**src/verilog/psum_pkg.sv**
```systemverilog
`default_nettype none

package psum_pkg;

    // --------------------
    // data widths

    typedef logic signed [15:0] psum_t;     // one partial sum
    typedef logic [31:0]        glb_word_t; // hi psum in 31:16, lo psum in 15:0
    typedef logic [5:0]         glb_addr_t; // 64 words of scratchpad
    typedef logic [5:0]         row_cnt_t;  // row count or row index, 0..32
    typedef logic               layer_mode_t;

    // --------------------
    // layer modes

    localparam layer_mode_t LAYER_PW = 1'b0;
    localparam layer_mode_t LAYER_DW = 1'b1;

    localparam row_cnt_t DW_ROW_STEP = 6'd3; // dw writes every third row

    // saturation limits
    localparam psum_t PSUM_MAX = 16'sh7fff;
    localparam psum_t PSUM_MIN = 16'sh8000;

    typedef enum logic [1:0] {
        IDLE,
        LOAD,
        WAIT_LAST,
        DRAIN
    } ctrl_state_e;

endpackage

`default_nettype wire

```
**src/verilog/psum_reducer.sv**
```systemverilog
`timescale 1ns/1ps
`default_nettype none

module psum_reducer import psum_pkg::*; #(
    parameter int ROW_NUM = 32
) (
    input  logic                clk,
    input  logic                reset,
    input  logic                ipsum_out_f,
    input  psum_t [ROW_NUM-1:0] ipsum_out, // from the ipsum buffer
    input  psum_t [ROW_NUM-1:0] pe_psum,   // new psums from the pe array
    output psum_t [ROW_NUM-1:0] opsum,
    output logic                opsum_valid
);

    psum_t [ROW_NUM-1:0] sat_sum;

    // --------------------
    // per-lane saturating add

    for (genvar r = 0; r < ROW_NUM; r++) begin : g_lane
        logic signed [16:0] wide_sum;

        // sign extend both operands by one bit
        assign wide_sum = {ipsum_out[r][15], ipsum_out[r]} + {pe_psum[r][15], pe_psum[r]};

        always_comb begin
            if (wide_sum[16] != wide_sum[15]) begin
                // overflow, direction given by the true sign
                sat_sum[r] = wide_sum[16] ? PSUM_MIN : PSUM_MAX;
            end else begin
                sat_sum[r] = wide_sum[15:0];
            end
        end
    end

    // --------------------
    // output register

    always_ff @(posedge clk) begin
        if (reset) begin
            opsum       <= '0;
            opsum_valid <= 1'b0;
        end else begin
            opsum_valid <= ipsum_out_f;
            if (ipsum_out_f) begin
                opsum <= sat_sum; // hold last result between passes
            end
        end
    end

endmodule

`default_nettype wire

```
**config.mk**
```make
export PLATFORM = sky130hd
export DESIGN_NAME = psum_reducer
export DESIGN_NICKNAME = d
export VERILOG_FILES = /design/src/verilog/psum_pkg.sv /design/src/verilog/psum_reducer.sv
export SDC_FILE = /design/constraint.sdc
export NUM_CORES = 2
export LEC_CHECK = 0
export ABC_AREA = 1
export BUFFER_PORTS_ARGS = -buffer_cell sky130_fd_sc_hd__buf_2
export CAP_MARGIN = 20
export CORE_AREA = 3 3 603 605
export DETAILED_ROUTE_END_ITERATION = 8
export DIE_AREA = 0 0 606 608
export PLACE_DENSITY = 0.38
export REMOVE_ABC_BUFFERS = 1
export SLEW_MARGIN = 40
export SYNTH_ARGS = -nofsm -noshare
export SYNTH_HDL_FRONTEND = slang
export SYNTH_SLANG_ARGS = --single-unit
```
**constraint.sdc**
```tcl
create_clock -name clk -period 2.1 [get_ports clk]
set_input_delay 0.105 -clock clk [delete_from_list [all_inputs] [get_ports clk]]
set_output_delay 0.105 -clock clk [all_outputs]
set_load 0.01 [all_outputs]
```
* Word-level counts from Yosys, hierarchy flattened
Index checks and enable logic that the tools add are counted.
** Storage, ports and cells
- Bits in read-only memories :: 0
- Output and inout port bits :: 513
- Bits in latches :: 0
- Input port bits :: 1027
- Bits in writable memories :: 0
- Memories kept :: 0
- Flip-flop bits (word level) :: 513
** Operators by class
- Shifts and indexed selects :: 0
- $lt $le $gt $ge :: 0
- Reduce and logical (&&, ||, !) cells :: 0
- Div/mod/pow operators :: 0
- Bitwise logic cells :: 0
- $mul :: 0
- Add/subtract/negate cells :: 32
- Equal/unequal tests :: 32
- Mux-type cells :: 64
** Operators by type and width (number)
- $mux W16 :: 64
- $add A16 B16 Y17 :: 32
- $ne A1 B1 Y1 :: 32

* Depth between registers and ports, before layout
- Depth in word-level cells :: 3
- Mapped depth :: 16
- Gate-level depth less buffers :: 15

* Worst setup path before layout
No wires, ideal clock.
- Path type :: input-to-reg
- From :: input ipsum_out[256] in the netlist's numbering
- To :: register opsum[260] in the netlist's numbering
- Setup time :: 0.122 ns
- Data required time :: 1.978 ns
- Path slack :: 0.256 ns
- Path buffers :: 1
- Stages on the path :: 16
- Data arrival time :: 1.723 ns
- Cell sequence :: ha_1 -> inv_1 -> fa_1 -> inv_1 -> nand3_1 -> nand2_1 -> nand2_1 -> nand2_1 -> nand2_1 -> nand2_1 -> nand2_1 -> nand2_1 -> nor2_2 -> nor2_4 -> buf_6 -> a21oi_2
** On the way
- Longest elaborated chain between the ends :: 3
- Elaborated cells on any way between the ends :: 4
- Those cells by class :: 1 x add/sub; 1 x eq/ne; 2 x mux
** Ends and longest elaborated chain
- start: declaration :: line psum_reducer.sv:10 : input psum_t [ROW_NUM-1:0] ipsum_out,
- $add A16 B16 Y17 (*) :: line psum_reducer.sv:25 : assign wide_sum = {ipsum_out[r][15], ipsum_out[r]} + {pe_psum[r][15], pe_psum[r]};
- $mux W16 / $ne A1 B1 Y1 (equally long branches) :: line psum_reducer.sv:30, psum_reducer.sv:28
- $mux W16 (*) :: line psum_reducer.sv:28 : if (wide_sum[16] != wide_sum[15]) begin
- end signal: assignment :: line psum_reducer.sv:47 : opsum <= sat_sum;
- end: declaration :: line psum_reducer.sv:12 : output psum_t [ROW_NUM-1:0] opsum,
Mark *: on every way between the ends. The rest lies on a longest branch, timed or not.
A chain may end at the register's enable or synchronous reset.

* Worst setup path after layout
- From :: input ipsum_out[453] in the netlist's numbering
- To :: register opsum[454] in the netlist's numbering
Same word-level chain as after synthesis.

==> impl_metrics.toml <==
[detailed_routing]
drtPass1Iterations = 7
drt.antenna.violating_nets = 0
drt_first_iter_violations = 3381
via_per_inst = 3.94
drc_errors_left = 0
detail_route.wl_per_cell_um = 22.4
wirelength_um = 334000
via_count = 58800

[cts]
clock_latency_on_the_worst_skew_pair_ns = 0.77
cts_inserted_buffers = 82
cts.htree.levels = 3
tritoncts = "yes"
clkSlewWorstSetupHoldPaths_ns = 0.06
clock_sink_count = 513
cts_root_buffer = "sky130_fd_sc_hd__clkbuf_16"
max-clock-path-buffers = 4

[logic_synthesis]
synthesized_flop_and_latch_total = 513
post_synth.cell_area_avg_um2 = 6.53
synth_top_area_share_pct = 22.3
synth_area_um2 = 46000
synth.lib_cells_used.distinct = 38
synth_area_leaders = "sky130_fd_sc_hd__dfxtp_1 (22%), sky130_fd_sc_hd__nand2_1 (17%), sky130_fd_sc_hd__ha_1 (14%)"
synthesis.yosys.warnings = 0
synthCells = 7042
synth_area_leader_cell = "sky130_fd_sc_hd__dfxtp_1"
synth-seq-area-share_pct = 22.3

[die]
design.die.area_um2 = 368000
design.portCount = 1540
chipWidth_um = 606
core_um2 = 359000
initial_core_util_pct = 12.8
die_y_um = 608
rows = 220

[min_path]
worstHoldPathType = "in2reg"

[power_and_ir_drop]
leakagePower_nw = 38.4
seq_power_share_pct = 24.1
power.share.combinational_pct = 44.9
clkPwrFrac_pct = 31.1
max-vdd-ir-drop_mv = 0.529
power.net_switching_mw = 18.8
fin_total_pwr_mw = 47.8
p_sw_share_pct = 39.3
power.internal_mw = 29.0
p_per_cell_area_nw_per_um2 = 622

[layout]
areaGrowthSynthToFinish_pct = 67.3
stdcell_area_um2 = 76900
post_route_cells_drive_above_1_share_pct = 24.0
final_nets = 11600

[grt]
grt_first_pass_wirelength_um = 457000
global_route.overflow_total = 0
first_global_vias = 58800
grt_start_max_net_pins = 138
grt_antenna_before_repair = 208
grtUsageTotal_pct = 17.4

[timing]
timing.final.crit_share_pct = 100
final.setup.worst_slack_ns = -0.00393
maxClockFrequency_mhz = 475
final_critical_delay_including_setup_and_external_delays_ns = 2.10
clock-skew-final_ns = 0
tightestPinTransition_ns = 0.707
timing.slew.headroom_pct = 52.9
final_max_slew_viol_count = 0
timing.final.hold_violations = 0
setup_viol_count_final = 1

[setup_path]
crit_path_start_kind = "input port"
worst-setup-path-type = "in2reg"
timing.critical_path.fanout_max = 4
worstPathRequired_ns = 2.83
crit_path_end_kind = "flip-flop"
critical_path_arrival_ns = 2.84

[placement]
placedInstanceArea_um2 = 62100
placement.setup.worst_slack_ns = -0.345
io_buffer_count = 1539
routabilityCongestion = 0.981
detailed_place_hpwl_um = 290000

[outcome]
violations = "setup timing"
result_of_the_run = "complete, but fails checks"

[run]
max_cap_violations = 0
==> routing by layer <==
metal	track usage [%]	vias to the layer above	part of all wire, %
met5	0	-	0.18
met4	6.67	94	4.7
met3	5.93	538	8.4
met2	29.1	1715	46
met1	20.3	27100	41
li1	-	29300	-
==> placed cells by master, fill, tap and decap left out, types with 59 or more instances in the layout <==
cell and count:
sky130_fd_sc_hd__xor2_1 259, sky130_fd_sc_hd__a31oi_1 59, sky130_fd_sc_hd__buf_4 363, sky130_fd_sc_hd__nand2_1 2061, sky130_fd_sc_hd__dfxtp_1 513, sky130_fd_sc_hd__a21o_1 61, sky130_fd_sc_hd__nand2_2 71, sky130_fd_sc_hd__inv_1 641
sky130_fd_sc_hd__o21ai_0 539, sky130_fd_sc_hd__a21oi_2 76, sky130_fd_sc_hd__nand3_1 387, sky130_fd_sc_hd__nor2_1 449, sky130_fd_sc_hd__clkbuf_16 82, sky130_fd_sc_hd__ha_1 489, sky130_fd_sc_hd__a21oi_1 789, sky130_fd_sc_hd__diode_2 110
sky130_fd_sc_hd__dlygate4sd3_1 1082, sky130_fd_sc_hd__buf_2 1533, sky130_fd_sc_hd__xnor2_1 83
==> power groups by stage <==
stage	registers, mW	logic [mW]	clock network [mW]
after floorplan	12.1	9.09	0
after global placement	11.7	18.5	0
after detailed placement	11.7	18.4	0
after CTS	11.5	21.4	15.5
after global routing	11.6	23.6	15.8
final	11.5	21.5	14.9
==> layout make-up <==
type / instances / area, µm²
Inverter: 661 / 2490
Multi-Input combinational cell: 5684 / 32700
Timing Repair Buffer: 3046 / 22500
Antenna cell: 110 / 275
Tap cell: 4773 / 5970
Sequential cell: 513 / 10300
Clock buffer: 107 / 2290
Fill cell: 41200 / 282000
Clock inverter: 37 / 494
==> stage by stage <==
stage	std cells	utilization, %	TNS, ns	hold WS, ns
after global placement	13600	17.3	-42.29	0.475
after CTS	14800	21.2	0	0.000136
after floorplan	6858	-	-1919.91	0.174
after global routing	14900	21.4	-0.00496	0.0251
final	14900	21.5	-0.00393	0.0393
after detailed placement	13600	17.3	-43.29	0.472
==> final timing paths <==
| path | from | end | slack (ns) | cells past startpoint |
|---|---|---|---|---|
| max | ipsum_out[453] | opsum[454] | -0.004 | 12 |
| min | ipsum_out[222] | opsum[222] | 0.04 | 6 |
| max reg2reg | opsum[61] | opsum[61] | 0.90 | 3 |
| min reg2reg | opsum[321] | opsum[321] | 0.49 | 2 |
==> cell usage after synthesis (all sizes together) <==
cell,count
nor3,34
nand2,2138
nand3,402
nor3b,1
dfxtp,513
o21ai,542
inv,661
xnor2,83
nand4,1
fa,32
xor2,261
clkbuf,115
or2,11
o21a,47
nor2,509
a21oi,865
ha,512
buf,69
and2,63
nand3b,32
o21bai,28
a31oi,61
a21o,62
==> critical path, stage by stage <==
cell and delay [ns]:
sky130_fd_sc_hd__dlygate4sd3_1 0.62, sky130_fd_sc_hd__buf_2 0.17, sky130_fd_sc_hd__ha_1 0.33, sky130_fd_sc_hd__dlygate4sd3_1 0.57
sky130_fd_sc_hd__buf_4 0.14, sky130_fd_sc_hd__a21oi_1 0.10, sky130_fd_sc_hd__o21ai_0 0.09, sky130_fd_sc_hd__buf_4 0.15
sky130_fd_sc_hd__buf_4 0.12, sky130_fd_sc_hd__xor2_1 0.19, sky130_fd_sc_hd__nand2_1 0.10, sky130_fd_sc_hd__a21oi_1 0.14
==> registers in the layout, summed over array words and instances, names as in the netlist <==
signal / cells
opsum_valid: 1
opsum: 512
==> logic make-up (layout without fill, tap and decap cells) <==
family	count (synthesis)	in the layout	synth area share, %
fa+ha+maj	544	544	15.3
flops	513	513	22.3
other cells	0	110	0
compound gates	1605	1605	18.7
buf+inv	845	3851	7.84
xor+xnor	344	344	6.55
simple gates	3191	3191	29.2
==> what timing repair did <==
action / in CTS / in global routing
hold buffers: 1099 / 2
hold endpoints to repair: 504 / 2
buffers inserted: 0 / 19
gates resized for setup: 0 / 134
endpoints found under the setup margin: 0 / 267
No activity file was read; power rests on OpenSTA's default activity.
