===== config.mk =====
export PLATFORM = sky130hd
export DESIGN_NAME = ipsum_buffer
export DESIGN_NICKNAME = d
export VERILOG_FILES = /design/src/verilog/psum_pkg.sv /design/src/verilog/ipsum_buffer.sv
export SDC_FILE = /design/constraint.sdc
export NUM_CORES = 2
export LEC_CHECK = 0
export ABC_CLOCK_PERIOD_IN_PS = 4350
export BUFFER_PORTS_ARGS = -buffer_cell sky130_fd_sc_hd__buf_2
export CORE_MARGIN = 2
export CORE_UTILIZATION = 45
export CTS_CLUSTER_DIAMETER = 60
export CTS_CLUSTER_SIZE = 16
export DETAILED_ROUTE_END_ITERATION = 10
export GPL_ROUTABILITY_DRIVEN = 1
export GPL_TIMING_DRIVEN = 0
export REMOVE_ABC_BUFFERS = 1
export SETUP_SLACK_MARGIN = 0.2
export SYNTH_ARGS = -nofsm -noshare
export SYNTH_HDL_FRONTEND = slang
export SYNTH_SLANG_ARGS = --single-unit

===== constraint.sdc =====
create_clock -name clk -period 4.35 [get_ports clk]
set_input_delay 0.87 -clock clk [delete_from_list [all_inputs] [get_ports clk]]
set_output_delay 0.87 -clock clk [all_outputs]
set_load 0.05 [all_outputs]

===== src/verilog/psum_pkg.sv =====
`default_nettype none

package psum_pkg;

    // --------------------
    // data widths

    typedef logic signed [15:0] psum_t;     // one partial sum
    typedef logic [31:0]        glb_word_t; // hi psum in 31:16, lo psum in 15:0
    typedef logic [5:0]         glb_addr_t; // 64 words of scratchpad
    typedef logic [5:0]         row_cnt_t;  // row count or row index, 0..32
    typedef logic               layer_mode_t;

    // --------------------
    // layer modes

    localparam layer_mode_t LAYER_PW = 1'b0;
    localparam layer_mode_t LAYER_DW = 1'b1;

    localparam row_cnt_t DW_ROW_STEP = 6'd3; // dw writes every third row

    // saturation limits
    localparam psum_t PSUM_MAX = 16'sh7fff;
    localparam psum_t PSUM_MIN = 16'sh8000;

    typedef enum logic [1:0] {
        IDLE,
        LOAD,
        WAIT_LAST,
        DRAIN
    } ctrl_state_e;

endpackage

`default_nettype wire


===== src/verilog/ipsum_buffer.sv =====
`timescale 1ns/1ps
`default_nettype none

module ipsum_buffer import psum_pkg::*; #(
    parameter int ROW_NUM = 32
) (
    input  logic                clk,
    input  logic                reset,
    input  layer_mode_t         layer_mode,
    input  row_cnt_t            row_en,
    // store strobe pair
    input  logic                ready_ip,
    input  logic                valid_ip,
    input  logic                clear,
    input  glb_word_t           ipsum_in,   // from glb
    input  logic                ipsum_out_f, // drain toward the reducer
    output psum_t [ROW_NUM-1:0] ipsum_out
);

    logic     store;
    row_cnt_t row_lim;
    row_cnt_t row_ptr;  // row that takes the next word
    logic     half_sel; // pw only, second word of the row
    psum_t    word_hi;
    psum_t    word_lo;

    assign store   = ready_ip && valid_ip;
    assign word_hi = ipsum_in[31:16];
    assign word_lo = ipsum_in[15:0];

    always_comb begin
        if (row_en > row_cnt_t'(ROW_NUM)) begin
            row_lim = row_cnt_t'(ROW_NUM);
        end else begin
            row_lim = row_en;
        end
    end

    // --------------------
    // row steering

    always_ff @(posedge clk) begin
        if (reset || clear) begin
            row_ptr  <= '0;
            half_sel <= 1'b0;
        end else if (store) begin
            if (layer_mode == LAYER_DW) begin
                half_sel <= 1'b0;
                // one word per row, skip two rows
                if (row_ptr + DW_ROW_STEP >= row_lim) begin
                    row_ptr <= '0;
                end else begin
                    row_ptr <= row_ptr + DW_ROW_STEP;
                end
            end else begin
                half_sel <= ~half_sel;
                if (half_sel) begin // row full after two words
                    if (row_ptr + row_cnt_t'(1) >= row_lim) begin
                        row_ptr <= '0;
                    end else begin
                        row_ptr <= row_ptr + row_cnt_t'(1);
                    end
                end
            end
        end
    end

    // --------------------
    // per-row fifos
    // slot 3 is the oldest entry and feeds the reducer

    for (genvar r = 0; r < ROW_NUM; r++) begin : g_row
        psum_t slot [4];
        logic  row_hit;

        assign row_hit = store && (row_ptr == row_cnt_t'(r));

        always_ff @(posedge clk) begin
            if (reset || clear) begin
                slot[0] <= '0;
                slot[1] <= '0;
                slot[2] <= '0;
                slot[3] <= '0;
            end else if (row_hit) begin
                if (layer_mode == LAYER_DW) begin
                    slot[0] <= '0;      // upper slots unused in dw
                    slot[1] <= '0;
                    slot[2] <= word_hi;
                    slot[3] <= word_lo;
                end else begin
                    // newer word in front, older one pushed back
                    slot[0] <= word_hi;
                    slot[1] <= word_lo;
                    slot[2] <= slot[0];
                    slot[3] <= slot[1];
                end
            end else if (ipsum_out_f) begin
                slot[0] <= '0; // zero fill
                slot[1] <= slot[0];
                slot[2] <= slot[1];
                slot[3] <= slot[2];
            end
        end

        assign ipsum_out[r] = slot[3];
    end

endmodule

`default_nettype wire


* Word level (Yosys, flattened, before mapping)
Memory sizes are Yosys's and may differ from the RTL's. Cells that the tools add are included.
Word-level totals: register bits after elaboration 7, memory bits (writable) 2048, input bits 45, output and inout bits 512, word-level logic and storage cells 1175, memories 32
Cells by class: add/sub/neg operators 2, magnitude comparators 3, eq/ne operators 31, mux-type cells 683, bitwise logic cells 385, reductions and logical operators 37
Memory list:
- g_row[0].slot | words 4, width 16, read ports 4, clocked after memory_dff 0, wr ports 4, RTL line ipsum_buffer.sv:73 | psum_t slot [4];
- g_row[10].slot | words 4, width 16, read ports 4, clocked after memory_dff 0, wr ports 4, RTL line ipsum_buffer.sv:73
- g_row[11].slot | words 4, width 16, read ports 4, clocked after memory_dff 0, wr ports 4, RTL line ipsum_buffer.sv:73
- g_row[12].slot | words 4, width 16, read ports 4, clocked after memory_dff 0, wr ports 4, RTL line ipsum_buffer.sv:73
- g_row[13].slot | words 4, width 16, read ports 4, clocked after memory_dff 0, wr ports 4, RTL line ipsum_buffer.sv:73
- g_row[14].slot | words 4, width 16, read ports 4, clocked after memory_dff 0, wr ports 4, RTL line ipsum_buffer.sv:73
- +26 memories
Operators with widths (number):
- 2-to-1 mux 16 bit | 384
- OR 1 bit | 384
- 2-to-1 mux 1 bit | 294
- equality test 6 x 5 -> 1 bit, second input constant | 16
- equality test 6 x 4 -> 1 bit, second input constant | 8
- logical AND 1 bit | 33
- 2-to-1 mux 6 bit | 5
- equality test 6 x 3 -> 1 bit, second input constant | 4
- equality test 6 x 2 -> 1 bit, second input constant | 2
- greater-or-equal comparator 6 bit | 2
- adder 6 x 1 -> 6 bit, second input constant | 1
- adder 6 x 2 -> 6 bit, second input constant | 1
- equality test 6 x 1 -> 1 bit, second input constant | 1
- > comparator 6 bit, second input constant | 1
- logical NOT 6 bit | 1
- AND reduction 2 bit | 1
- nonzero test 2 bit | 1
- logical OR 1 bit | 1
- inverter 1 bit | 1

* Logic depth before layout (Yosys ltp)
word-level depth 8, gate-level depth with buffers 11

* Worst setup path before layout
Ideal clock, no wire load.
kind input to register, start input port clear, end memory g_row[28].slot[1][0] in the netlist's numbering, enable pin, arrival 2.402 ns, setup slack 1.573 ns, stages 5, path buffers 2, cells stage by stage or2_2 -> buf_2 -> buf_2 -> a21oi_1 -> nand2b_1
RTL lines:
- from (decl) | RTL line ipsum_buffer.sv:14 | input logic clear,
- to (decl) | RTL line ipsum_buffer.sv:73

==> metrics <==
status=complete, but fails checks; failing checks=design-rule violations; Die Y=443 um; post-synth top area cell=edfxtp_1; Remaining Overflow, GRT=0; Initial DRT Pass Iterations=11; gr usage total=0.266; # port buffers=approximately 560; Synth Area per Inst=~12 sq um; RSZ-0062 raised after global routing=no; Crit path arrival time=4.43 ns; Die W=approximately 440 um; skew final=~0.032 ns; clock sink count=2055; startpoint type of the worst setup path=register; post-detail-place hpwl=approximately 160000 um; Worst-Margin Slew=around 1.4 ns; post-route minimum period=around 4 ns; Final Slew Violations=0; clock buffer count from CTS=between 150 and 200; CTS resizes=0; Tcrit/Tclk final=0.918; clk root buf=clkbuf_16; # setup viols final=0; slack of the critical path=between 0.3 and 0.4 ns; CP cell instances=nand2b_1, nor2_2, a21oi_2, nand2b_1; worst skew pair latency=~0.84 ns; Leak=between 40 and 50 nW; Area Overhead vs Synth=14.2%; DRC Markers=9; Worst path slowest cell=nor2_2; Post-synth EDFFs=between 1.5k and 2k; pwr/cell area=409 nW/um^2; Clock Path Buffers=3; fillcell total=~16k; hold_buf cts=0; vias=approximately 63k; vias in the first global route=about 57k; Setup crit end=g_row[29].slot[1][14]$_DFFE_PP_; Initial Utilization=0.454; Final Util=0.519; drt total wl=273000 um; Max Clock Freq=250 MHz; largest cells by area after synthesis=edfxtp_1, dfxtp_1, a222oi_1, a22oi_1, a22o_1; Setup WS pre-CTS=-0.00759 ns; share of layout cells above drive strength 1=0.154; Core ar.=between 150000 and 200000 sq um; Synth Warn #=0; Async SR Flop Fraction=0; CP Launch Point=row_ptr[4]$_SDFFE_PP0P_; Avg WL per Cell=about 28 um; clock slew at reported path FFs=roughly 0.070 ns; Max Fanout on Critical Path=19; RR Endpoint=g_row[29].slot[1][14]$_DFFE_PP_; number of top-level pins=557; largest net degree at the start of global routing=63; Max Cap Viol=0; Hold Vio Cnt, Final=0; H-tree depth=4; setup bufs post-CTS=0; Setup Crit Path Kind=reg -> reg; # nets final=roughly 7.1k; gpl congestion=approximately 0.8; FF-to-FF setup slack=about 0.36 ns; Yosys cell types=43; Yosys top cell area share=0.533; iteration-0 DRC count of the detailed router=around 13k; Rows=between 150 and 200; #FFs+latches synth=slightly above 2k; Post-Synthesis Cells=between 6k and 7k; Routed Antenna Nets=0; sequential share of the synthesized area=0.653; Hold Crit Class=reg -> reg; Most used DFF post-synth=edfxtp_1; maximum VDD drop=between 0.3 and 0.4 mV; Total Power=40.4 mW; die footprint=about 200000 sq um; R2R cell count=4; cell mode on critical path=nand2b_1; first-pass GRT wire length=approximately 390000 um; Worst EP required=approximately 4.8 ns; DR vias/cell=around 6.5; R2R Path Start=row_ptr[4]$_SDFFE_PP0P_; initial antenna violation count=9; Max stage delay on crit path=1.15 ns; relative slew slack=0.0382; critical path capture point type=register; CTS tree=built; Synth Cell Area=~87000 sq um
==> stage by stage <==
| stage | instance area, sq um | hold slack, ns | cells | setup TNS [ns] |
|---|---|---|---|---|
| 2_1_floorplan | 83300 | 0.464 | 6155 | -64.71 |
| 6_report | 98800 | 0.493 | 9690 | 0 |
| 3_5_place_dp | 93200 | 0.489 | 9372 | -0.00759 |
| 4_1_cts | 98800 | 0.416 | 9688 | 0 |
| 3_3_place_gp | 89200 | 0.478 | 9222 | - |
| 5_1_grt | 98800 | 0.502 | 9690 | 0 |
==> Yosys cell counts (4+ instances only) <==
| cell | number |
|---|---|
| buf_1 | 34 |
| nand2b_1 | 75 |
| nand3_1 | 11 |
| nand2_1 | 371 |
| dfxtp_1 | 519 |
| buf_4 | 4 |
| a22o_1 | 528 |
| a21oi_1 | 14 |
| o21ai_0 | 9 |
| nor2b_1 | 4 |
| a21oi_2 | 40 |
| a222oi_1 | 847 |
| buf_2 | 258 |
| edfxtp_1 | 1536 |
| nor2_2 | 30 |
| a221oi_1 | 4 |
| clkbuf_1 | 475 |
| xnor2_1 | 7 |
| a22oi_1 | 673 |
| ha_1 | 16 |
| inv_1 | 856 |
| nor2_1 | 562 |
| or3_1 | 21 |
==> report_power, final <==
group	internal [mW]	total (mW)	leakage [nW]	switching (mW)
Clock	8.42	15.9	2.68	7.46
Sequential	21.5	21.8	22.1	0.293
Combinational	0.459	2.72	19.5	2.26
==> cells by family after synthesis <==
logic type	synth area share
buffers and inverters	0.0746
multiplexers	0.000116
AND/OR/NAND/NOR	0.0527
adder cells (fa/ha/maj)	0.00231
AO/OA/AOI/OAI	0.216
flip-flops	0.653
XOR/XNOR	0.000810
==> worst max-delay path, delay by kind of cell (launching register included) <==
kind	cells	cell delay (ns)
flops	1	0.73
simple gates	3	2.28
compound gates	1	0.58
==> metal layers <==
| metal | up-vias | global-route usage | share of wire |
|---|---|---|---|
| li1 | 27200 | - | - |
| met1 | 31400 | 0.376 | 0.40 |
| met3 | 436 | 0.0364 | 0.090 |
| met5 | - | 0 | 0 |
| met4 | 0 | 0.121 | 0.048 |
| met2 | 3486 | 0.408 | 0.46 |
==> how the worst min path moves through the flow <==
stage / startpoint / endpoint / slack [ns] / cells after the start
2_1_floorplan: g_row[23].slot[0][0]$_SDFFE_PP0P_ / g_row[23].slot[0][0]$_SDFFE_PP0P_ / 0.46 / 1
3_3_place_gp: g_row[23].slot[0][11]$_SDFFE_PP0P_ / g_row[23].slot[0][11]$_SDFFE_PP0P_ / 0.48 / 1
3_5_place_dp: g_row[23].slot[0][0]$_SDFFE_PP0P_ / g_row[23].slot[0][0]$_SDFFE_PP0P_ / 0.49 / 1
4_1_cts: reset / row_ptr[2]$_SDFFE_PP0P_ / 0.42 / 4
5_1_grt: clear / row_ptr[2]$_SDFFE_PP0P_ / 0.50 / 4
6_report: g_row[7].slot[2][9]$_DFFE_PP_ / g_row[7].slot[3][9]$_DFFE_PP_ / 0.49 / 2
==> state kept, by name, indices dropped and copies added (netlist names) <==
name,cells
half_sel,1
g_row.slot,2048
row_ptr,6
==> cells in the final DEF, fill, tap and decap left out, types with 5 or more instances in the layout <==
cell,synthesis,routed
a21oi_4,0,24
ha_1,16,16
edfxtp_1,1536,1536
a21oi_2,40,24
buf_4,4,33
a22o_1,528,528
bufinv_16,0,15
nor2_1,562,517
or3_1,21,21
dfxtp_1,519,519
a222oi_1,847,847
a21oi_1,14,6
nor2_4,0,41
inv_6,0,15
clkbuf_8,0,5
a22oi_1,673,673
clkinvlp_4,0,13
clkbuf_1,475,55
nor2_2,30,34
inv_1,856,856
clkinv_8,0,7
buf_8,0,23
nand3_1,11,10
buf_12,0,56
buf_2,258,523
buf_16,0,67
nand2b_1,75,75
nand2_1,371,370
clkbuf_16,0,172
clkinv_1,0,5
clkinv_4,0,5
clkinv_2,0,19
xnor2_1,7,7
o21ai_0,9,9
==> cell type report <==
cell class | instances | area, sq um | share of cell area
antenna | 2 | 5.00 | 0.0000506
timing repair buffer | 706 | 6220 | 0.0629
tap | 2511 | 3140 | 0.0318
multi-input combinational | 3244 | 24100 | 0.244
inverter | 856 | 3210 | 0.0325
clock inverter | 84 | 1010 | 0.0102
sequential | 2055 | 56500 | 0.572
clock buffer | 232 | 4580 | 0.0463
Power figures use the tool's default switching activity.
