**config.mk**
```make
export PLATFORM = sky130hd
export DESIGN_NAME = psum_ctrl
export DESIGN_NICKNAME = d
export VERILOG_FILES = /design/src/verilog/psum_pkg.sv /design/src/verilog/psum_ctrl.sv
export SDC_FILE = /design/constraint.sdc
export NUM_CORES = 1
export LEC_CHECK = 0
export BUFFER_PORTS_ARGS = -buffer_cell sky130_fd_sc_hd__buf_2
export CAP_MARGIN = 20
export CORE_MARGIN = 8
export CORE_UTILIZATION = 40
export CTS_CLUSTER_SIZE = 14
export DETAILED_ROUTE_END_ITERATION = 8
export GPL_TIMING_DRIVEN = 0
export PLACE_DENSITY_LB_ADDON = 0.12
export REMOVE_ABC_BUFFERS = 1
export SLEW_MARGIN = 20
export SYNTH_ARGS = -nofsm -noshare
export SYNTH_HDL_FRONTEND = slang
export SYNTH_SLANG_ARGS = --single-unit
```
**constraint.sdc**
```tcl
create_clock -name clk -period 4.1 [get_ports clk]
set_input_delay 0.82 -clock clk [delete_from_list [all_inputs] [get_ports clk]]
set_output_delay 0.82 -clock clk [all_outputs]
set_load 0.05 [all_outputs]
```
**src/verilog/psum_pkg.sv**
```systemverilog
`default_nettype none

package psum_pkg;

    // --------------------
    // data widths

    typedef logic signed [15:0] psum_t;     // one partial sum
    typedef logic [31:0]        glb_word_t; // hi psum in 31:16, lo psum in 15:0
    typedef logic [5:0]         glb_addr_t; // 64 words of scratchpad
    typedef logic [5:0]         row_cnt_t;  // row count or row index, 0..32
    typedef logic               layer_mode_t;

    // --------------------
    // layer modes

    localparam layer_mode_t LAYER_PW = 1'b0;
    localparam layer_mode_t LAYER_DW = 1'b1;

    localparam row_cnt_t DW_ROW_STEP = 6'd3; // dw writes every third row

    // saturation limits
    localparam psum_t PSUM_MAX = 16'sh7fff;
    localparam psum_t PSUM_MIN = 16'sh8000;

    typedef enum logic [1:0] {
        IDLE,
        LOAD,
        WAIT_LAST,
        DRAIN
    } ctrl_state_e;

endpackage

`default_nettype wire

```
**src/verilog/psum_ctrl.sv**
```systemverilog
`timescale 1ns/1ps
`default_nettype none

module psum_ctrl import psum_pkg::*; #(
    parameter int ROW_NUM = 32
) (
    input  logic        clk,
    input  logic        reset,
    // pass control from the host
    input  logic        start,
    input  layer_mode_t layer_mode,
    input  row_cnt_t    row_en,
    input  glb_addr_t   base_addr,
    // glb side
    input  logic        glb_rd_valid,
    output logic        glb_rd_en,
    output glb_addr_t   glb_rd_addr,
    // buffer side
    output logic        ready_ip,
    output logic        clear,
    output logic        ipsum_out_f,
    // status
    output logic        busy,
    output logic        done
);

    ctrl_state_e state;

    row_cnt_t   row_lim;    // row_en clipped to the array size
    logic [6:0] word_num;   // words needed for this pass, up to 64
    logic [6:0] word_tgt;   // word_num latched at start
    logic [6:0] rd_cnt;     // reads issued so far, including the current one
    logic [1:0] drain_cnt;

    // --------------------
    // pass sizing

    always_comb begin
        if (row_en > row_cnt_t'(ROW_NUM)) begin
            row_lim = row_cnt_t'(ROW_NUM);
        end else begin
            row_lim = row_en;
        end

        if (layer_mode == LAYER_DW) begin
            // one word per group of three rows, rounded up
            word_num = (7'(row_lim) + 7'd2) / 7'(DW_ROW_STEP);
        end else begin
            word_num = {row_lim, 1'b0}; // two words per row
        end
    end

    // --------------------
    // sequencer

    always_ff @(posedge clk) begin
        if (reset) begin
            state       <= IDLE;
            glb_rd_addr <= '0;
            word_tgt    <= '0;
            rd_cnt      <= '0;
            drain_cnt   <= '0;
            clear       <= 1'b0;
            done        <= 1'b0;
        end else begin
            clear <= 1'b0;
            done  <= 1'b0;
            case (state)
                IDLE: begin
                    if (start && (row_lim != '0)) begin
                        state       <= LOAD;
                        clear       <= 1'b1; // wipe stale rows before the first store
                        glb_rd_addr <= base_addr;
                        word_tgt    <= word_num;
                        rd_cnt      <= 7'd1;
                    end
                end
                LOAD: begin
                    if (rd_cnt == word_tgt) begin
                        state <= WAIT_LAST; // last read is on the bus now
                    end else begin
                        rd_cnt      <= rd_cnt + 7'd1;
                        glb_rd_addr <= glb_rd_addr + glb_addr_t'(1);
                    end
                end
                WAIT_LAST: begin
                    // only the final read data can arrive here
                    if (glb_rd_valid) begin
                        state     <= DRAIN;
                        drain_cnt <= '0;
                    end
                end
                DRAIN: begin
                    drain_cnt <= drain_cnt + 2'd1;
                    if (drain_cnt == 2'd3) begin
                        state <= IDLE;
                        done  <= 1'b1; // lines up with the last reducer beat
                    end
                end
                default: state <= IDLE;
            endcase
        end
    end

    assign glb_rd_en   = (state == LOAD);
    assign ready_ip    = (state == LOAD) || (state == WAIT_LAST);
    assign ipsum_out_f = (state == DRAIN);
    assign busy        = (state != IDLE);

endmodule

`default_nettype wire

```
-- Word level (Yosys, flattened, before mapping)
Cells that the tools add are included.
- bits in registers: 26
- input bits: 17
- output and inout bits: 12
- add/subtract/negate cells: 4
- divide/modulo/power cells: 1
- order comparisons: 1
- eq/ne operators: 10
- mux-type cells: 17
- bitwise gates (word level): 2
- reductions and logical operators: 13
- operators with widths (operator ; number):
    $mux W7 ; 3
    $mux W6 ; 3
    $pmux W7 S2 ; 1
    $pmux W6 S2 ; 1
    $mux W2 ; 5
    $pmux W2 S4 ; 1
    $add A6 B2 Y7 const B ; 1
    $add A7 B1 Y7 const B ; 1
    $div A7 B2 Y7 const B ; 1
    $eq A7 B7 Y1 ; 1
    $add A6 B1 Y6 const B ; 1
    $eq A2 B2 Y1 const B ; 3
    $gt A6 B6 Y1 const B ; 1
    $ne A2 B2 Y1 const B ; 3
    $reduce_bool A2 Y1 ; 3
    $reduce_bool A6 Y1 ; 1
    $ne A2 B1 Y1 const B ; 2
    $pmux W2 S2 ; 1
    $reduce_and A2 Y1 ; 2
    $reduce_and A4 Y1 ; 1
    $reduce_or A2 Y1 ; 2
    $reduce_and A3 Y1 ; 1
    $add A2 B1 Y2 const B ; 1
    $eq A2 B1 Y1 const B ; 1
    other kinds (5) ; 7

-- Longest topological paths before layout
- word-level depth: 6
- mapped depth: 21

-- Least setup slack after synthesis
OpenSTA, ideal clock, no wires.
- path kind: input port to flip-flop
- from: input port row_en[5]
- to: register word_tgt[0]
- setup time: 0.132 ns
- data arrival time: 3.321 ns
- slack: 0.647 ns
- stages on the path: 18
- cell sequence: buf_6 clkinv_1 nand2_1 inv_1 ha_1 clkbuf_4 inv_2 nor3_1 a31oi_1 o211a_1 a41oi_4 a21oi_2 xnor2_1 ha_1 a21oi_1 nand3_1 a21oi_1 o32ai_1
- word-level cells in the longest chain between the ends: 5
- RTL lines (element ; line ; RTL):
    from (decl) ; psum_ctrl.sv:12 ; input row_cnt_t row_en,
    $gt A6 B6 Y1 ; psum_ctrl.sv:39 ; if (row_en > row_cnt_t'(ROW_NUM)) begin
    $mux W6 * ; psum_ctrl.sv:39 ;
    $add A6 B2 Y7 or $reduce_bool A6 Y1 (tied branches) ; psum_ctrl.sv:47, psum_ctrl.sv:70 ;
    $div A7 B2 Y7 or $logic_and A1 B1 Y1 (tied branches) ; psum_ctrl.sv:47, psum_ctrl.sv:70 ;
    $mux W7 or $reduce_and A2 Y1 (tied branches) ; -- ;
    to (signal assigned) ; psum_ctrl.sv:74 ; word_tgt <= word_num;
    to (decl) ; psum_ctrl.sv:31 ; logic [6:0] word_tgt;
Every way passes the cells marked *; elsewhere a longest branch is shown, timed or not.
A chain may end at the register's enable or synchronous reset.

-- Worst setup path after layout
Same ends and word-level chain as after synthesis.

==> impl_summary.md <==
Outcome
The flow ran to the end, and the final reports show no timing, DRC or antenna violations.

STA
Static timing analysis puts the maximum clock frequency at 267.6 MHz. In the finished design, the share of the clock period the worst path needs comes to 91.15%. The pin slew with the least headroom to its limit is 0.6693 ns. The final hold violation count came to 0. The worst path in the final design needs a cycle of 3.737 ns, including I/O delays and setup.

The clock skew after layout is 0.01091 ns. Setup violations remaining at the end of the flow were counted as 0. Across all setup checks in the final design, the least slack found is 0.3629 ns. The final number of max-transition violations is 0. Headroom to the max-slew limit came out at 55.21%. Setup repair after global routing left no endpoint under its margin.

Placement
The cell area reported after detailed placement is 0.002356 mm². At the end of routability-driven placement, the weighted congestion stood at 0.8711. The worst setup timing slack at the placement stage is -0.01861 ns. The count of buffers added on input and output ports is 28. The detailed placer's ending HPWL is 4058 µm. Including well taps, the total number of placed cells is 375.

Synthesis
The synthesized netlist occupies a cell area of 0.002217 mm². The sequential area share after synthesis is 23.48%. The synthesized design contains 0 enable-type register cells. The predominant post-synthesis flop cell is dfxtp_1. During synthesis, Yosys emitted a total of 0 warnings. The gate count of the mapped netlist is 287.

The total of flip-flops plus latches after synthesis is 26. The count of cell types in the netlist is 70. Averaged over all synthesized cells, the footprint is 7.725 µm². After synthesis, the share of flip-flops with an asynchronous set or reset is 0%.

Drt
The first detailed-routing pass took 4 iterations. For this run, design rule violations remaining after detail routing come to 0. The total length of routed wires is 5173 µm. The via-per-instance ratio is 5.570. The number of vias after detailed routing is 2111. The detailed router finished its first iteration with 104 violations.

In this run the remaining antenna-violating nets after routing total 0. Dividing the detail-routed wire length by the instance count gives 13.65 µm.

Job
The number of violations of the max-capacitance limit is 0.

Power
The design draws 1.297 mW. The cell area power density is 533.9 mW/mm². Summed over all cells, the static leakage comes to 1.033 nW. Across the VDD grid, the largest voltage drop is 0.2522 mV.

Clock network
The maximum buffer depth of the clock tree is 2. The count of hold-fix buffers inserted at cts is 0. The clock root buffer is clkbuf_8. The number of setup buffers added after CTS is 0. TritonCTS built the clock tree.

The clock net in this run drives a total of 26 sinks. Clock-pin slew was measured on the worst setup and hold paths at 0.08 ns. The number of clock buffers inserted by TritonCTS is 3.

CTS built an H-tree with a depth of 1. The clock network latency to the later pin of the worst-skew pair is 0.28 ns.

Hold path
The startpoint identified for the worst hold timing path is word_tgt[2]. The path category of the worst min-delay check is register to register. Counting instances, the worst hold path has a depth of 2. The path with the worst hold slack has its endpoint at word_tgt[2].

Final layout
The number of fillers in the final layout is 572. The net count of the finished layout is 339. In the final layout, the multi-input gates occupy 0.001550 mm². The repair_antennas step left the layout with diodes totalling 0. Cells with a size suffix above 1 make up 15.96% of the layout. The finished layout holds 379 standard cells, fillers aside. Cells fill 44.67% of the core in the end. The design area is 0.002430 mm². Across the whole layout, storage elements account for 520.5 µm². Relative to the synthesized area, the layout overhead comes to 9.594%.

Global route
The first global-routing pass estimated 9218 µm of wire. Entering global routing, the biggest net connects 23 pins. The aggregate global routing overflow is 0. For this run, the total global-route usage over all layers was measured as 12.98%. The number of antenna violations at the first check in global routing is 0. The via count of the first global-routing pass is 1990.

Setup path
For the worst flop-to-flop path, the logic depth is 8. The endpoint type of the worst setup path is a register. The worst flop-to-flop path endpoint is rd_cnt[5]. The arrival time reported for the critical path endpoint is 3.88 ns. In this run the worst path has a maximum fanout of 15. The critical path starts at row_en[5].

The startpoint identified for the worst register-to-register timing path is state[1]. The critical path start-end classification is input port to register. The worst setup slack for register-to-register paths is 1.57 ns.

The startpoint class of the critical path is an input port. The required time at the endpoint of the critical path is 4.24 ns.

Floorplan
The number of placement rows is 27. The initial core utilization is 40.76%. The vertical die dimension is 90.45 µm.

The placeable core region is 0.005439 mm². The I/O pin count is 29. The floorplan step set the die width to 90.45 µm. The full die area is 0.008181 mm².
## final cells by class
class / instances / area share [%]
flip-flops and latches: 26 / 21.42
clock inverters: 1 / 1.236
clock buffers: 3 / 1.699
repair buffers: 29 / 5.973
inverters: 14 / 2.163
well taps: 72 / 3.708
multi-input cells: 234 / 63.80
## placed cells by master, fill, tap and decap left out, types with 3 or more instances in the layout
| master | Yosys | final |
|---|---|---|
| a211oi_1 | 5 | 5 |
| ha_1 | 14 | 13 |
| o31ai_1 | 3 | 3 |
| nand2_1 | 37 | 37 |
| nand2b_1 | 4 | 4 |
| buf_2 | 2 | 29 |
| o211ai_1 | 3 | 3 |
| nand4_1 | 6 | 6 |
| clkbuf_8 | 1 | 3 |
| a22oi_1 | 5 | 5 |
| a21oi_1 | 15 | 15 |
| dfxtp_1 | 26 | 26 |
| xor2_1 | 8 | 8 |
| mux2i_1 | 4 | 4 |
| or3_1 | 3 | 3 |
| nor2_1 | 34 | 34 |
| xnor2_1 | 8 | 8 |
| nand3_1 | 9 | 9 |
| nor3_1 | 8 | 8 |
| o21ai_0 | 12 | 12 |
| a31oi_1 | 5 | 5 |
| nand3b_1 | 3 | 3 |
| inv_1 | 12 | 12 |
## synthesized netlist by cell type, types with 2 or more instances
cell type  instances  area (µm²)
o32ai_1            2       17.52
o21ai_1            2       10.01
o211ai_1           3       22.52
inv_1             12       45.04
nor2_1            34       127.6
o21ai_0           12       60.06
nand4_1            6       37.54
buf_2              2       10.01
a31oi_1            5       31.28
nand2_1           37       138.9
o211a_1            2       20.02
a311oi_1           2       17.52
nand2b_1           4       25.02
a22o_1             2       17.52
clkbuf_1           4       15.01
nand3_1            9       45.04
a211oi_1           5       37.54
a22oi_1            5       37.54
o31ai_1            3       22.52
mux2i_1            4       40.04
ha_1              14       175.2
nand3b_1           3       22.52
nor3_1             8       40.04
buf_6              3       33.78
nor2b_1            2       12.51
dfxtp_1           26       520.5
xor2_1             8       70.07
xnor2_1            8       70.07
or2b_2             2       17.52
clkbuf_4           2       15.01
or3_1              3       18.77
a21oi_1           15       75.07
## worst max-delay path by stage
stage,end,slack (ns),cells past startpoint
after global placement,word_tgt[0],-0.04,17
after CTS,word_tgt[0],0.25,17
after detailed placement,word_tgt[0],-0.02,17
after floorplan,word_tgt[0],0.74,16
final,word_tgt[0],0.36,17
after global routing,word_tgt[0],0.04,17
## stage by stage
stage	hold WS, ns	setup TNS (ns)
6_report	0.4734	0
5_1_grt	0.5010	0
4_1_cts	0.4747	0
3_5_place_dp	0.4635	-0.01861
3_3_place_gp	0.4524	-0.04439
2_1_floorplan	0.4375	0
## routing by layer
layer	global-route usage, %	part of all wire, %	vias up
met5	0	0	-
met4	3.883	1.5	0
met3	2.328	3.3	6
met2	22.09	48	36
met1	16.16	47	987
li1	-	-	1082
## registers in the layout, summed over array words and instances (netlist names)
signal       cells
rd_cnt           7
clear            1
drain_cnt        2
state            2
glb_rd_addr      6
word_tgt         7
done             1
## critical path, stage by stage
cell and delay [ns]:
buf_2 0.19, clkinv_1 0.17, nand2_1 0.12, inv_1 0.20
ha_2 0.39, inv_2 0.11, nor3_1 0.14, a31oi_1 0.06
o211a_1 0.27, a41oi_4 0.32, a21oi_2 0.12, xnor2_1 0.21
ha_1 0.27, a21oi_1 0.14, nand3_1 0.09, a21oi_1 0.14
o32ai_1 0.10
## logic make-up after synthesis
| logic type | Yosys count | share of synthesized area, % |
|---|---|---|
| AOI/OAI and AO/OA | 76 | 25.45 |
| xor gates and xnor gates | 17 | 7.337 |
| adders and majority gates | 14 | 7.901 |
| buffers and inverters | 27 | 6.715 |
| DFF | 26 | 23.48 |
| muxes | 4 | 1.806 |
| other | 1 | 0.1691 |
| and+or+nand+nor | 122 | 27.15 |
## power by group
group | switching [mW] | internal (mW) | leakage (nW) | total (mW)
Combinational | 0.488 | 0.229 | 0.785 | 0.717
Clock | 0.0817 | 0.131 | 0.0357 | 0.212
Sequential | 0.0542 | 0.313 | 0.213 | 0.368
Total | 0.624 | 0.673 | 1.03 | 1.30
## what timing repair did
| action | CTS | global route |
|---|---|---|
| resized for setup | 0 | 1 |
| endpoints found under the setup margin | 0 | 1 |
| hold endpoints to repair | 0 | 0 |
No activity file was read; power rests on OpenSTA's default activity.
